--- src/design/exec_consts.svh ---
// Execution cluster sizes
// Register file depth, tag and data widths, multiplier latency

`ifndef EXEC_CONSTS_SVH
`define EXEC_CONSTS_SVH

// Physical registers and index width
`define PRF_ENTRIES 96
`define TAG_W 7

// Datapath width
`define DATA_W 64

// Issue to completion latency of the multiplier
`define MUL_STAGES 3

`endif
--- src/design/exec_pkg.sv ---
// Execution cluster types
// Lane opcodes, issue and completion words, Wishbone request and reply

`include "exec_consts.svh"

package exec_pkg;

	typedef enum logic [2:0] {
		ALU_ADD,
		ALU_SUB,
		ALU_AND,
		ALU_OR,
		ALU_XOR,
		ALU_SLL,
		ALU_SRL,
		ALU_SLT
	} alu_op_e;

	// Low half, or high half of the unsigned product
	typedef enum logic {MUL_LO, MUL_HU} mul_op_e;

	typedef enum logic {MEM_LOAD, MEM_STORE} mem_op_e;

	// Op field is decoded by each lane as its own enum
	typedef struct packed {
		logic              valid;
		logic [2:0]        op;
		logic [`TAG_W-1:0] src_a;
		logic [`TAG_W-1:0] src_b;
		logic [`TAG_W-1:0] dest;
		logic              use_imm;
		logic [`DATA_W-1:0] imm;
	} issue_t;

	typedef struct packed {
		logic              valid;
		logic              wr_en;
		logic [`TAG_W-1:0] tag;
		logic [`DATA_W-1:0] value;
	} complete_t;

	typedef struct packed {
		logic              cyc;
		logic              stb;
		logic              we;
		logic [`DATA_W-1:0] adr;
		logic [`DATA_W-1:0] dat;
	} wb_req_t;

	typedef struct packed {
		logic              ack;
		logic [`DATA_W-1:0] dat;
	} wb_rsp_t;

endpackage

--- src/design/mem_lane.sv ---
// Load/store lane
// One 64-bit word per access over a Wishbone classic master port,
// one access outstanding at a time

`timescale 1ns/1ps

`include "exec_consts.svh"

module mem_lane (
	input  logic                 clock,
	input  logic                 reset,
	input  exec_pkg::issue_t     issue,
	output logic                 ready,
	output logic [`TAG_W-1:0]    rd_a,
	output logic [`TAG_W-1:0]    rd_b,
	input  logic [`DATA_W-1:0]   val_a,
	input  logic [`DATA_W-1:0]   val_b,
	output exec_pkg::complete_t  result,
	output exec_pkg::wb_req_t    wb_req,
	input  exec_pkg::wb_rsp_t    wb_rsp
);
	import exec_pkg::*;

	typedef enum logic [1:0] {
		MEM_IDLE,
		MEM_BUS,
		MEM_DONE
	} mem_state_e;

	mem_state_e         state;
	mem_op_e            op_q;
	logic [`DATA_W-1:0] adr_q;
	logic [`DATA_W-1:0] wdata_q;
	logic [`DATA_W-1:0] rdata_q;
	logic [`TAG_W-1:0]  tag_q;
	logic               accept;

	assign rd_a   = issue.src_a;
	assign rd_b   = issue.src_b;
	assign ready  = (state == MEM_IDLE);
	assign accept = issue.valid && ready;

	always_ff @(posedge clock)
	begin
		if (reset)
			state <= MEM_IDLE;
		else
		begin
			case (state)
				MEM_IDLE: if (accept) state <= MEM_BUS;
				MEM_BUS:  if (wb_rsp.ack) state <= MEM_DONE;
				MEM_DONE: state <= MEM_IDLE;
				default:  state <= MEM_IDLE;
			endcase
		end
	end

	// Request fields held stable for the whole bus cycle
	always_ff @(posedge clock)
	begin
		if (accept)
		begin
			op_q    <= mem_op_e'(issue.op[0]);
			adr_q   <= val_a + issue.imm;
			wdata_q <= val_b;
			tag_q   <= issue.dest;
		end
		if (state == MEM_BUS && wb_rsp.ack && op_q == MEM_LOAD)
			rdata_q <= wb_rsp.dat;
	end

	assign wb_req = '{cyc: state == MEM_BUS, stb: state == MEM_BUS,
		we: op_q == MEM_STORE, adr: adr_q, dat: wdata_q};

	// Stores complete without a register write
	assign result = '{valid: state == MEM_DONE, wr_en: op_q == MEM_LOAD,
		tag: tag_q, value: rdata_q};

endmodule

--- config.mk ---
export PLATFORM = sky130hd
export DESIGN_NAME = mem_lane
export DESIGN_NICKNAME = d
export VERILOG_FILES = /design/src/design/exec_pkg.sv /design/src/design/mem_lane.sv
export VERILOG_INCLUDE_DIRS = /design/src /design/src/design
export SDC_FILE = /design/constraint.sdc
export NUM_CORES = 1
export LEC_CHECK = 0
export BUFFER_PORTS_ARGS = -buffer_cell sky130_fd_sc_hd__buf_4
export CAP_MARGIN = 20
export CORE_AREA = 2 2 194 196
export CTS_CLUSTER_SIZE = 28
export DETAILED_ROUTE_END_ITERATION = 16
export DIE_AREA = 0 0 196 198
export GPL_TIMING_DRIVEN = 1
export HOLD_SLACK_MARGIN = 0.12
export PLACE_DENSITY_LB_ADDON = 0.05
export SKIP_CTS_REPAIR_TIMING = 1
export SYNTH_ARGS = -nofsm -noshare
export SYNTH_HDL_FRONTEND = slang
export SYNTH_SLANG_ARGS = --single-unit
--- constraint.sdc ---
create_clock -name clock -period 8.3 [get_ports clock]
set_clock_uncertainty 0.2 [all_clocks]
set_input_delay 1.66 -clock clock [delete_from_list [all_inputs] [get_ports clock]]
set_output_delay 1.66 -clock clock [all_outputs]
set_load 0.02 [all_outputs]
==> results of run 1 <==
-- where the power goes --
| part | internal, uW | switching, uW | total [uW] |
|---|---|---|---|
| Clock | 709 | 448 | 1160 |
| Combinational | 299 | 371 | 670 |
| Sequential | 1230 | 22.0 | 1250 |
-- layer usage --
layer | share of wire, % | vias up | wire length [um] | GRT usage (%)
met3 | 7.0 | 37 | 2460 | 4.45
met1 | 40 | 3721 | 14100 | 20.7
li1 | - | 3821 | - | -
met5 | 0 | - | 0 | 0
met4 | 1.6 | 0 | 569 | 4.12
met2 | 52 | 284 | 18200 | 31.3
-- layout by cell type (no fill, tap or decap), drive strengths merged, types with 3 or more instances in the layout --
cell,netlist,layout
buf,21,475
edfxtp,200,200
a21oi,82,82
ha,63,63
nand2,51,51
a21o,44,44
xnor2,38,38
nor2,32,32
clkbuf,22,30
o21ai,25,25
xor2,23,23
nand4,21,21
inv,15,16
nand3,12,12
o21bai,12,12
o21a,10,10
nor2b,9,9
a31oi,9,9
and3,7,7
nor3,7,7
o211ai,7,7
nand2b,7,7
clkinv,0,7
bufinv,0,5
o31ai,5,5
o221ai,4,4
and2,4,4
a221oi,3,3
-- how the worst min path moves through the flow --
stage / cells past startpoint / from / end / slack (ns)
after global routing: 3 / state[1] / state[0] / 0.55
after CTS: 3 / state[1] / state[0] / 0.50
after detailed placement: 3 / state[1] / state[0] / 0.49
after floorplan: 3 / state[1] / state[1] / 0.43
after global placement: 3 / state[1] / state[1] / 0.48
final: 3 / state[1] / state[1] / 0.50
-- synthesized netlist by cell type (3+ instances only) --
cell type | instances | area (um2)
clkbuf_1 | 21 | 78.8
and3_1 | 7 | 43.8
o21a_1 | 9 | 67.6
nand2_1 | 51 | 191
nand4_1 | 21 | 131
xnor2_1 | 38 | 333
o21ai_0 | 24 | 120
o211ai_1 | 7 | 52.6
edfxtp_1 | 200 | 6010
and2_1 | 4 | 25.0
nor3_1 | 7 | 35.0
a31oi_1 | 8 | 50.1
buf_2 | 3 | 15.0
ha_1 | 63 | 788
nor2_1 | 32 | 120
o221ai_1 | 4 | 35.0
nand3_1 | 12 | 60.1
o31ai_1 | 3 | 22.5
a21o_1 | 43 | 323
nor2b_1 | 9 | 56.3
o21bai_1 | 12 | 90.1
buf_4 | 16 | 120
nand2b_1 | 7 | 43.8
a21oi_1 | 79 | 395
inv_1 | 15 | 56.3
xor2_1 | 23 | 201
-- cell families after synthesis --
kind of cell             count (synthesis)  synth area share, %
AO/OA/AOI/OAI                          216                 15.0
flip-flops                             202                 60.4
AND/OR/NAND/NOR                        162                 8.30
buffers and inverters                   58                 2.83
XOR/XNOR                                61                 5.34
adder cells (fa/ha/maj)                 64                 8.08
-- layout make-up --
type / instances / area share, %
Antenna cell: 1 / 0.0169
Clock buffer: 30 / 4.35
Clock inverter: 14 / 1.42
Inverter: 15 / 0.380
Multi-Input combinational cell: 503 / 24.9
Sequential cell: 202 / 40.8
Tap cell: 474 / 4.00
Timing Repair Buffer: 475 / 24.2
-- per-stage QoR --
step	utilization, %	worst slack (ns)	total power (uW)	std cells	hold WS, ns
3_3_place_gp	37.7	3.27	1940	1668	0.483
2_1_floorplan	-	2.80	1650	763	0.432
4_1_cts	40.0	3.84	3130	1712	0.500
5_1_grt	40.1	3.68	3220	1714	0.555
6_report	40.1	3.82	3070	1714	0.503
3_5_place_dp	37.7	3.26	1940	1668	0.489
-- state kept, by name (all words and copies together) (netlist names) --
name and cells:
adr_q 64, rdata_q 64, wdata_q 64, tag_q 7, state 2, op_q 1
-- worst max-delay path: stages --
cell and delay (ns):
buf_4 0.11, ha_1 0.21, fa_1 0.42, a21o_1 0.23, a221oi_2 0.38, a21oi_2 0.13, o21a_4 0.24, nor4_4 0.30
o31ai_2 0.20, a21oi_4 0.23, o31ai_4 0.11, a31oi_1 0.25, xnor2_1 0.09
==> parameters.txt, run 1 <==
Parameter                              Value

GRT
  Total global routing track utilization ... 17.4%
  Number of global-route vias before repair ... 7879
  Total grt overflow ... 0
  Global-route wire length before repair ... 50600 um
  Pin count of the biggest net entering global routing ... 80
  Number of antenna violations at the first check in global routing ... 1

Logic synthesis
  Synthesized Nets ... 1112
  FF+latch count, synth ... 202
  Yosys Warn Count ... 0
  Primary FF master, synth ... edfxtp_1
  Share of the yosys chip area belonging to registers ... 60.4%
  Number of enable flip-flop cells after synthesis ... 200
  Mapped cell area ... 0.0100 mm2
  Cell variety after synth ... 60
  Mean instance size in the synthesized netlist ... ~13 um2
  Cells after synthesis ... 763
  Ys async rst share ... 0%

Clocking
  TritonCTS clock tree ... done
  CTS clock-pin slew for the worst setup and hold paths ... about 0.06 ns
  Maximum buffer depth of the clock tree ... 3
  Worst-skew pair later-pin latency ... approximately 0.53 ns
  Clock buffers created by TritonCTS ... 25
  Library cell used as clock root buffer ... clkbuf_16
  TritonCTS Sinks ... 202
  Number of levels in the clock H-tree ... 1

Critical path
  Sort of element at the start of the critical path ... input port
  Path depth of the worst reg2reg path ... 4
  Startpoint of the worst-slack reg-to-reg timing path ... state[1]
  Endpoint required time on the critical path ... approximately 8.4 ns
  Worst reg2reg endpoint ... wdata_q[61]
  Critical setup path kind ... input port to flop
  Critical path startpoint ... issue[0]
  Nature of the critical path endpoint ... flop
  Critical path endpoint ... adr_q[58]
  Worst reg-to-reg setup slack ... 5.55 ns
  Data arrival, critical path ... 4.57 ns
  Maximum fanout encountered on the critical timing path ... 5

Route
  Number of design rule violations left after detail routing ... 0
  First-pass iteration count of the detailed router ... 5
  Routed Antenna Nets ... 0
  Overall routed net length ... 35300 um
  Final routed wire length divided by cell count ... 20.6 um
  Number of vias per cell after detailed routing ... 4.59
  Number of DRC violations after detailed-routing iteration 0 ... 330
  Total number of vias ... 7863

Cells and area
  Register cell area after layout ... about 0.0060 mm2
  Post-route cell area ... around 0.015 mm2
  Fraction of final layout cells sized beyond drive strength 1 ... 42.7%
  Filler Cell Count ... 3661
  Total Nets Final ... 1571
  Area of the multi-input gates ... 0.00369 mm2
  Layout-stage area growth over the synthesis result ... 48.2%

Floorplanning
  Initial core utilization ... 27.1%
  Vert. Die Dim ... 198 um
  Row Count ... 71
  Die Wd ... 196 um
  Std-Cell Core Area ... 0.0370 mm2
  I/O pin count ... slightly above 500
  Floorplan die area ... 0.0388 mm2

Run status
  Run status ... finished, final reports clean

Min path
  Hold Path Class ... flop to flop

Flow run
  Total of max-cap violations ... 0

Timing
  Setup repair after global routing missed its margin ... false
  Final setup violation count ... 0
  Minimum clock period after layout ... 4.48 ns
  Maximum frequency from static timing analysis ... 0.223 GHz
  Slew at the pin closest to its max-slew limit ... between 0.8 and 0.9 ns
  Max-slew violation count ... 0
  Worst slew margin ... 40.2%
  Accumulated negative setup slack ... 0 ns
  Period utilisation layout ... approximately 54%
  Total count of hold-check failures in the final report ... 0

Power and ir drop
  Static leakage ... between 0.006 and 0.007 uW
  Ratio of total power to cell area ... 207 mW/mm2
  Maximum VDD drop ... approximately 0.000097 V

Placement
  RePlAce Congestion ... 0.809
  HPWL Detailed ... roughly 28000 um
  Cell area after placement ... 0.0139 mm2
  Port Buf Inserts ... 472
(Power assumes the default switching activity.)
==> run 2: changes to the inputs <==
--- a/config.mk
+++ b/config.mk
@@ -6,12 +6,13 @@
 export SDC_FILE = /design/constraint.sdc
 export NUM_CORES = 1
 export LEC_CHECK = 0
+export ABC_AREA = 1
 export BUFFER_PORTS_ARGS = -buffer_cell sky130_fd_sc_hd__buf_4
 export CAP_MARGIN = 20
-export CORE_AREA = 2 2 194 196
+export CORE_AREA = 2 2 197 199
 export CTS_CLUSTER_SIZE = 28
 export DETAILED_ROUTE_END_ITERATION = 16
-export DIE_AREA = 0 0 196 198
+export DIE_AREA = 0 0 199 201
 export GPL_TIMING_DRIVEN = 1
 export HOLD_SLACK_MARGIN = 0.12
 export PLACE_DENSITY_LB_ADDON = 0.05
==> constraint.sdc (replaced) <==
create_clock -name clock -period 4.5 [get_ports clock]
set_clock_uncertainty 0.2 [all_clocks]
set_input_delay 0.9 -clock clock [delete_from_list [all_inputs] [get_ports clock]]
set_output_delay 0.9 -clock clock [all_outputs]
set_load 0.02 [all_outputs]
==> run 2 against run 1 <==
Against the previous run: critical path depth unchanged; final cell count rose by 48%; die area increased by 3.1%; clock power is 67% higher; wire length is 24% higher; non-clock buffer count grew 2; flip-flop and latch count is the same; critical endpoint is now adr_q[54]; cell area increased by 15%; total power grew 83%; global-route usage grew 4.1 points; worst setup slack got worse by 2.1 ns.
==> parameters.txt, run 2 <==
Parameter                              Value

Route
  First-pass iteration count of the detailed router ... 5 (unchanged)
  Final routed wire length divided by cell count ... 17.2 um (-17%)
  Number of design rule violations left after detail routing ... 0 (unchanged)
  Overall routed net length ... 43700 um (+24%)
  Routed Antenna Nets ... 0 (unchanged)
  Total number of vias ... 11000 (+40%)
  Number of DRC violations after detailed-routing iteration 0 ... 512 (+55%)
  Number of vias per cell after detailed routing ... 4.32 (-5.8%)

Logic synthesis
  FF+latch count, synth ... 202 (unchanged)
  Ys async rst share ... 0% (unchanged)
  Synthesized Nets ... 1865 (+68%)
  Most frequent cell after synthesis ... nand2_1
  Xor/xnor share of the synthesized area ... 2.30% (-3.0 points)
  Mapped cell area ... 0.0122 mm2 (+22%)
  Share of the yosys chip area belonging to registers ... 49.7% (-11 points)
  Portion of netlist area occupied by mux cells ... 0% (unchanged)
  Main combinational cell family by area after synthesis ... simple AND/OR/NAND/NOR gates
  Simple-gate share of the synthesized area ... 28.4% (+20 points)
  Synth top area cells ... edfxtp_1, nand2_1, inv_1
  Area share of the largest cell type after synthesis ... 49.4% (-11 points)
  Primary FF master, synth ... edfxtp_1
  Cells after synthesis ... 1516 (+99%)
  Number of enable flip-flop cells after synthesis ... 200 (unchanged)
  Cell type contributing the most total cell area after synthesis ... edfxtp_1
  Adder and majority gate portion of the synthesized area ... 6.65% (-1.4 points)
  Cell variety after synth ... 24 (-60%)
  Complex-gate fraction of the synthesized area ... 2.00% (-13 points)
  Mean instance size in the synthesized netlist ... 8.02 um2 (-39%)
  Most common library cells after synthesis ... nand2_1, inv_1, edfxtp_1
  Yosys Warn Count ... 0 (unchanged)

Clocking
  Clock buffers created by TritonCTS ... 24 (-4.0%)
  Maximum buffer depth of the clock tree ... 3 (unchanged)
  TritonCTS Sinks ... 202 (unchanged)
  Number of levels in the clock H-tree ... 1 (unchanged)
  CTS clock-pin slew for the worst setup and hold paths ... 0.06 ns (about the same)
  TritonCTS clock tree ... done
  Worst-skew pair later-pin latency ... 0.54 ns (about the same)
  Library cell used as clock root buffer ... clkbuf_16

Timing
  Minimum clock period after layout ... 2.74 ns
  Accumulated negative setup slack ... 0 ns (unchanged)
  Max-slew violation count ... 0 (unchanged)
  Worst slew margin ... 54.6% (+14 points)
  Maximum frequency from static timing analysis ... 0.365 GHz
  Setup repair after global routing missed its margin ... false
  Final setup violation count ... 0 (unchanged)
  Worst hold slack ... 0.320 ns (-0.183 ns)
  Slew at the pin closest to its max-slew limit ... 0.681 ns (-0.216 ns)
  Period utilisation layout ... 60.8%
  Total count of hold-check failures in the final report ... 0 (unchanged)

Floorplanning
  Floorplan die area ... 0.0400 mm2 (+3.1%)
  I/O pin count ... 504 (unchanged)
  Row Count ... 72 (+1.4%)
  Die Wd ... 199 um (+1.5%)
  Vert. Die Dim ... 201 um (+1.5%)
  Initial core utilization ... 31.9% (+4.8 points)
  Std-Cell Core Area ... 0.0381 mm2 (+3.1%)

Cells and area
  Layout-stage area growth over the synthesis result ... 40.4%
  Most frequent cells in the layout ... nand2_1, buf_4, inv_1
  Fraction of final layout cells sized beyond drive strength 1 ... 28.3% (-14 points)
  Most common cell after layout, fill and taps aside ... nand2_1
  Post-route cell area ... 0.0171 mm2 (+15%)
  Biggest regs ... adr_q x64, rdata_q x64, wdata_q x64
  Core occupancy in the finished layout ... 44.8% (+4.7 points)
  Total Nets Final ... 2352 (+50%)

Flow run
  Total of max-cap violations ... 0 (unchanged)

Placement
  HPWL Detailed ... 37300 um (+32%)
  Port Buf Inserts ... 472 (unchanged)
  RePlAce Congestion ... 0.908 (+12%)
  Cell area after placement ... 0.0163 mm2 (+17%)

Critical path
  Longest individual stage delay on the worst path ... 0.48 ns (+0.06 ns)
  Nature of the critical path endpoint ... flop
  Sort of element at the start of the critical path ... input port
  Endpoint required time on the critical path ... 4.56 ns (-3.82 ns)
  Cell mode on critical path ... nand2_1
  Critical setup path kind ... input port to flop
  Cell at the slowest stage of the critical path ... fa_1
  Maximum fanout encountered on the critical timing path ... 4 (-1)
  Data arrival, critical path ... 2.80 ns (-1.77 ns)
  Critical-path cell list ... buf_4 > ha_1 > fa_1 > nand3_1 > nand3_2 > nand2_1 > nand2_1 > nand2_1 > nand3_2 > nand2_1 > nand3_1 > nand2_1 > nand2_1

GRT
  Number of global-route vias before repair ... 10800 (+37%)
  Pin count of the biggest net entering global routing ... 72 (-10%)
  Total global routing track utilization ... 21.5% (+4.1 points)
  Number of antenna violations at the first check in global routing ... 4 (+3)
  Total grt overflow ... 0 (unchanged)
  Global-route wire length before repair ... 63600 um (+26%)

Run status
  Run status ... finished, final reports clean

Power and ir drop
  Maximum VDD drop ... 0.000286 V (+200%)
  Static leakage ... 0.00888 uW (+39%)
  Ratio of total power to cell area ... 330 mW/mm2 (+59%)

Min path
  Hold Path Class ... input port to flop
-- run 2: cell count changes after synthesis, moves of 24 or more --
cell	previous run	this run
nand3_1	12	48
nand2_2	0	24
a21oi_1	79	42
nand2_1	51	595
inv_1	15	323
xnor2_1	38	1
nor2_1	32	107
a21o_1	43	0
-- run 2: kinds of logic after synthesis --
logic type,count (synthesis)
XOR/XNOR,32
adder cells (fa/ha/maj),64
flip-flops,202
AND/OR/NAND/NOR,831
AO/OA/AOI/OAI,47
buffers and inverters,340
-- run 2: critical path: cells and delay by family --
| kind | cells | cell delay [ns] |
|---|---|---|
| and+or+nand+nor | 10 | 1.07 |
| buffers and inverters | 1 | 0.11 |
| adders and majority gates | 2 | 0.71 |
-- run 2: cell type report --
class                      instances  area (um2)
multi-input combinational        974        4790
sequential                       202        6050
fill                            3883       21000
timing repair buffer             477        3580
clock inverter                    13         129
inverter                         324        1220
clock buffer                      31         648
antenna                            4        10.0
tap                              518         648
-- run 2: report_power, final --
group	total (uW)	internal [uW]	leakage, uW	switching, uW
clock	1940	1140	0.000376	802
combinational	1400	546	0.00660	854
sequential	2290	2250	0.00190	38.8
total	5630	3930	0.00888	1700
-- run 2: final timing paths --
kind	from	endpoint	slack, ns	cells past startpoint
setup / recovery	issue[0]	adr_q[54]	1.76	13
hold / removal	reset	state[0]	0.32	2
setup reg to reg	state[1]	adr_q[46]	2.31	4
hold reg to reg	state[0]	state[0]	0.42	4
-- run 2: routing by layer --
metal / wire length (um) / global-route usage, % / vias up
li1: - / - / 5650
met1: 17500 / 25.3 / 4952
met5: 0 / 0 / -
met4: 950 / 6.29 / 0
met3: 3190 / 4.72 / 55
met2: 22100 / 38.7 / 332
-- run 2: per-stage QoR --
stage          worst slack (ns)  power, uW  std cells
6_report                   1.76       5630       2543
5_1_grt                    1.59       5930       2543
4_1_cts                    1.79       5720       2539
3_5_place_dp               1.24       3740       2495
3_3_place_gp               1.22       3740       2495
2_1_floorplan             0.152       3130       1516
==> run 3: changes to the inputs <==
==> constraint.sdc (replaced) <==
create_clock -name clock -period 2.7 [get_ports clock]
set_clock_uncertainty 0.2 [all_clocks]
set_input_delay 0.54 -clock clock [delete_from_list [all_inputs] [get_ports clock]]
set_output_delay 0.54 -clock clock [all_outputs]
set_load 0.02 [all_outputs]
==> run 3 against run 2 <==
Against the previous run: largest power group unchanged; utilization grew 4.7 points; largest cell class unchanged; combinational power grew 88%; highest routed layer unchanged; global-route usage grew 0.29 points; wire length grew 3.6%; sequential power grew 67%; hold slack lost 0.17 ns; via count grew 6.5%; final cell count grew 7.1%; first-iteration DRC count shrank 8.0%.
==> parameters.txt, run 3 (same netlist as run 2, synthesis figures left out) <==
Parameter                              Value

GRT
  Pin count of the biggest net entering global routing ... 38 (-47%)
  Total grt overflow ... 0 (unchanged)
  Global-route wire length before repair ... 64300 um (+1.2%)
  Number of antenna violations at the first check in global routing ... 5 (+1)
  Number of global-route vias before repair ... 11000 (+2.1%)
  Total global routing track utilization ... 21.8% (+0.29 points)

Timing
  Worst hold slack ... 0.145 ns (-0.175 ns)
  Maximum frequency from static timing analysis ... 0.445 GHz
  Setup repair after global routing missed its margin ... false
  Period utilisation layout ... 83.2%
  Slew at the pin closest to its max-slew limit ... 0.520 ns (-0.161 ns)
  Setup slack of the critical path after layout ... 0.452 ns (-1.31 ns)
  Final setup violation count ... 0 (unchanged)
  Total count of hold-check failures in the final report ... 0 (unchanged)
  Max-slew violation count ... 0 (unchanged)
  Worst slew margin ... 65.3% (+11 points)
  Minimum clock period after layout ... 2.25 ns

Cells and area
  Total Nets Final ... 2532 (+7.7%)
  Most frequent cells in the layout ... nand2_1, buf_4, inv_1
  Fraction of final layout cells sized beyond drive strength 1 ... 27.9% (-0.41 points)
  Biggest regs ... adr_q x64, rdata_q x64, wdata_q x64
  Layout-stage area growth over the synthesis result ... 55.2%
  Post-route cell area ... 0.0189 mm2 (+11%)
  Most common cell after layout, fill and taps aside ... nand2_1
  Filler Cell Count ... 3768 (-3.0%)

Clocking
  Worst-skew pair later-pin latency ... 0.53 ns (about the same)
  TritonCTS clock tree ... done
  Clock buffers created by TritonCTS ... 25 (+4.2%)
  Maximum buffer depth of the clock tree ... 3 (unchanged)
  Library cell used as clock root buffer ... clkbuf_16
  CTS clock-pin slew for the worst setup and hold paths ... 0.05 ns (about the same)
  Number of levels in the clock H-tree ... 1 (unchanged)
  TritonCTS Sinks ... 202 (unchanged)

Critical path
  Family with the most delay on the worst path ... simple AND/OR/NAND/NOR gates
  Critical setup path kind ... input port to flop
  Critical path depth in cells ... 15 (+2)
  Endpoint required time on the critical path ... 2.78 ns (-1.78 ns)
  Maximum fanout encountered on the critical timing path ... 4 (unchanged)
  Cell mode on critical path ... nand2_1
  Cell at the slowest stage of the critical path ... fa_1
  Nature of the critical path endpoint ... flop
  Path depth of the worst reg2reg path ... 5 (+1)
  Critical-path cell list ... buf_4 > ha_1 > fa_1 > nand3_1 > nand3_2 > nand2_1 > nand2_1 > nand2_1 > nand2_1 > nand2_1 > nand2_2 > nand2_1 > nand2_1 > nand2_1 > nand2_1
  Data arrival, critical path ... 2.33 ns (-0.47 ns)
  Sort of element at the start of the critical path ... input port
  Longest individual stage delay on the worst path ... 0.41 ns (-0.07 ns)
  Worst Path Buf+Inv ... 1 (unchanged)
  Worst reg-to-reg setup slack ... 0.63 ns (-1.68 ns)

Power and ir drop
  Gate power share ... 27.1% (+2.2 points)
  Clock power share ... 33.5% (-0.9 points)
  Sequential Power Share ... 39.4% (-1.3 points)
  Maximum VDD drop ... 0.000364 V (+27%)
  Static leakage ... 0.00969 uW (+9.1%)
  Switching portion of total power ... 30.1% (about the same)
  Ratio of total power to cell area ... 513 mW/mm2 (+56%)
  Net switching component of the power ... 2920 uW (+72%)
  Internal power ... 6770 uW (+72%)

Floorplanning
  Floorplan die area ... 0.0400 mm2 (unchanged)
  Vert. Die Dim ... 201 um (unchanged)
  Row Count ... 72 (unchanged)
  Initial core utilization ... 31.9% (unchanged)
  Die Wd ... 199 um (unchanged)
  Std-Cell Core Area ... 0.0381 mm2 (unchanged)
  I/O pin count ... 504 (unchanged)

Route
  Total number of vias ... 11700 (+6.5%)
  Detailed-routed wire length on met2 ... 22900 um (+4.1%)
  First-pass iteration count of the detailed router ... 5 (unchanged)
  Number of DRC violations after detailed-routing iteration 0 ... 471 (-8.0%)
  Number of vias per cell after detailed routing ... 4.30 (-0.59%)
  Final routed wire length divided by cell count ... 16.6 um (-3.2%)
  Highest routing layer actually used ... met4
  Metal-1 WL ... 18700 um (+6.8%)
  Met3 Routed Length ... 2780 um (-13%)
  Overall routed net length ... 45200 um (+3.6%)
  Routed Antenna Nets ... 0 (unchanged)
  Number of design rule violations left after detail routing ... 0 (unchanged)

Min path
  Hold Path Class ... input port to flop
  Hold Crit Depth ... 3 (+1)

Placement
  Cell area after placement ... 0.0167 mm2 (+2.5%)
  Port Buf Inserts ... 472 (unchanged)
  HPWL Detailed ... 38000 um (+2.1%)
  Dpl ws ... -0.0620 ns (-1.30 ns)
  RePlAce Congestion ... 0.907 (about the same)

Flow run
  Total of max-cap violations ... 0 (unchanged)

Run status
  Run status ... finished, final reports clean
run 3: cell count changes in the layout (fill, tap and decap cells not counted), moves of 2 or more:
cell           before  now
clkinv_1            2    4
buf_12              0    7
buf_4             477  510
clkbuf_1            6    4
dlygate4sd3_1       0  139
run 3: metrics by stage:
step,TNS (ns),instances,power [uW],utilization [%]
6_report,0,2724,9690,49.5
5_1_grt,0,2724,10200,49.5
4_1_cts,0,2580,9640,45.9
3_5_place_dp,-0.279,2535,6340,43.8
3_3_place_gp,-0.282,2535,6340,43.8
2_1_floorplan,-66.08,1516,5210,-
run 3: power groups by stage:
| stage | Combinational, uW | Clock, uW | Sequential, uW |
|---|---|---|---|
| after floorplan | 1050 | 0 | 4150 |
| after global placement | 2450 | 0 | 3880 |
| after detailed placement | 2460 | 0 | 3880 |
| after CTS | 2470 | 3350 | 3820 |
| after global routing | 2890 | 3470 | 3840 |
| final | 2630 | 3240 | 3820 |
run 3: area by class of cell:
type	count	area (um2)	area share (%)
inverter	324	1220	6.46
tap	518	648	3.43
clock inverter	16	145	0.769
multi-input combinational	974	4800	25.5
sequential	202	6050	32.0
timing repair buffer	656	5360	28.4
clock buffer	29	641	3.39
antenna	5	12.5	0.0663
run 3: tightest hold or removal path: stages:
cell	delay [ns]
buf_4	0.08
nand2_1	0.10
nor2_1	0.11
run 3: final timing paths:
kind,from,endpoint
min,wb_rsp[64],state[1]
max reg2reg,state[0],rdata_q[36]
max,issue[0],adr_q[62]
min reg2reg,state[0],state[1]
run 3: metal layers:
layer	vias up	GRT usage, %
met5	-	0
met4	0	5.09
met3	47	4.49
met2	321	40.0
met1	5316	25.7
li1	6018	-
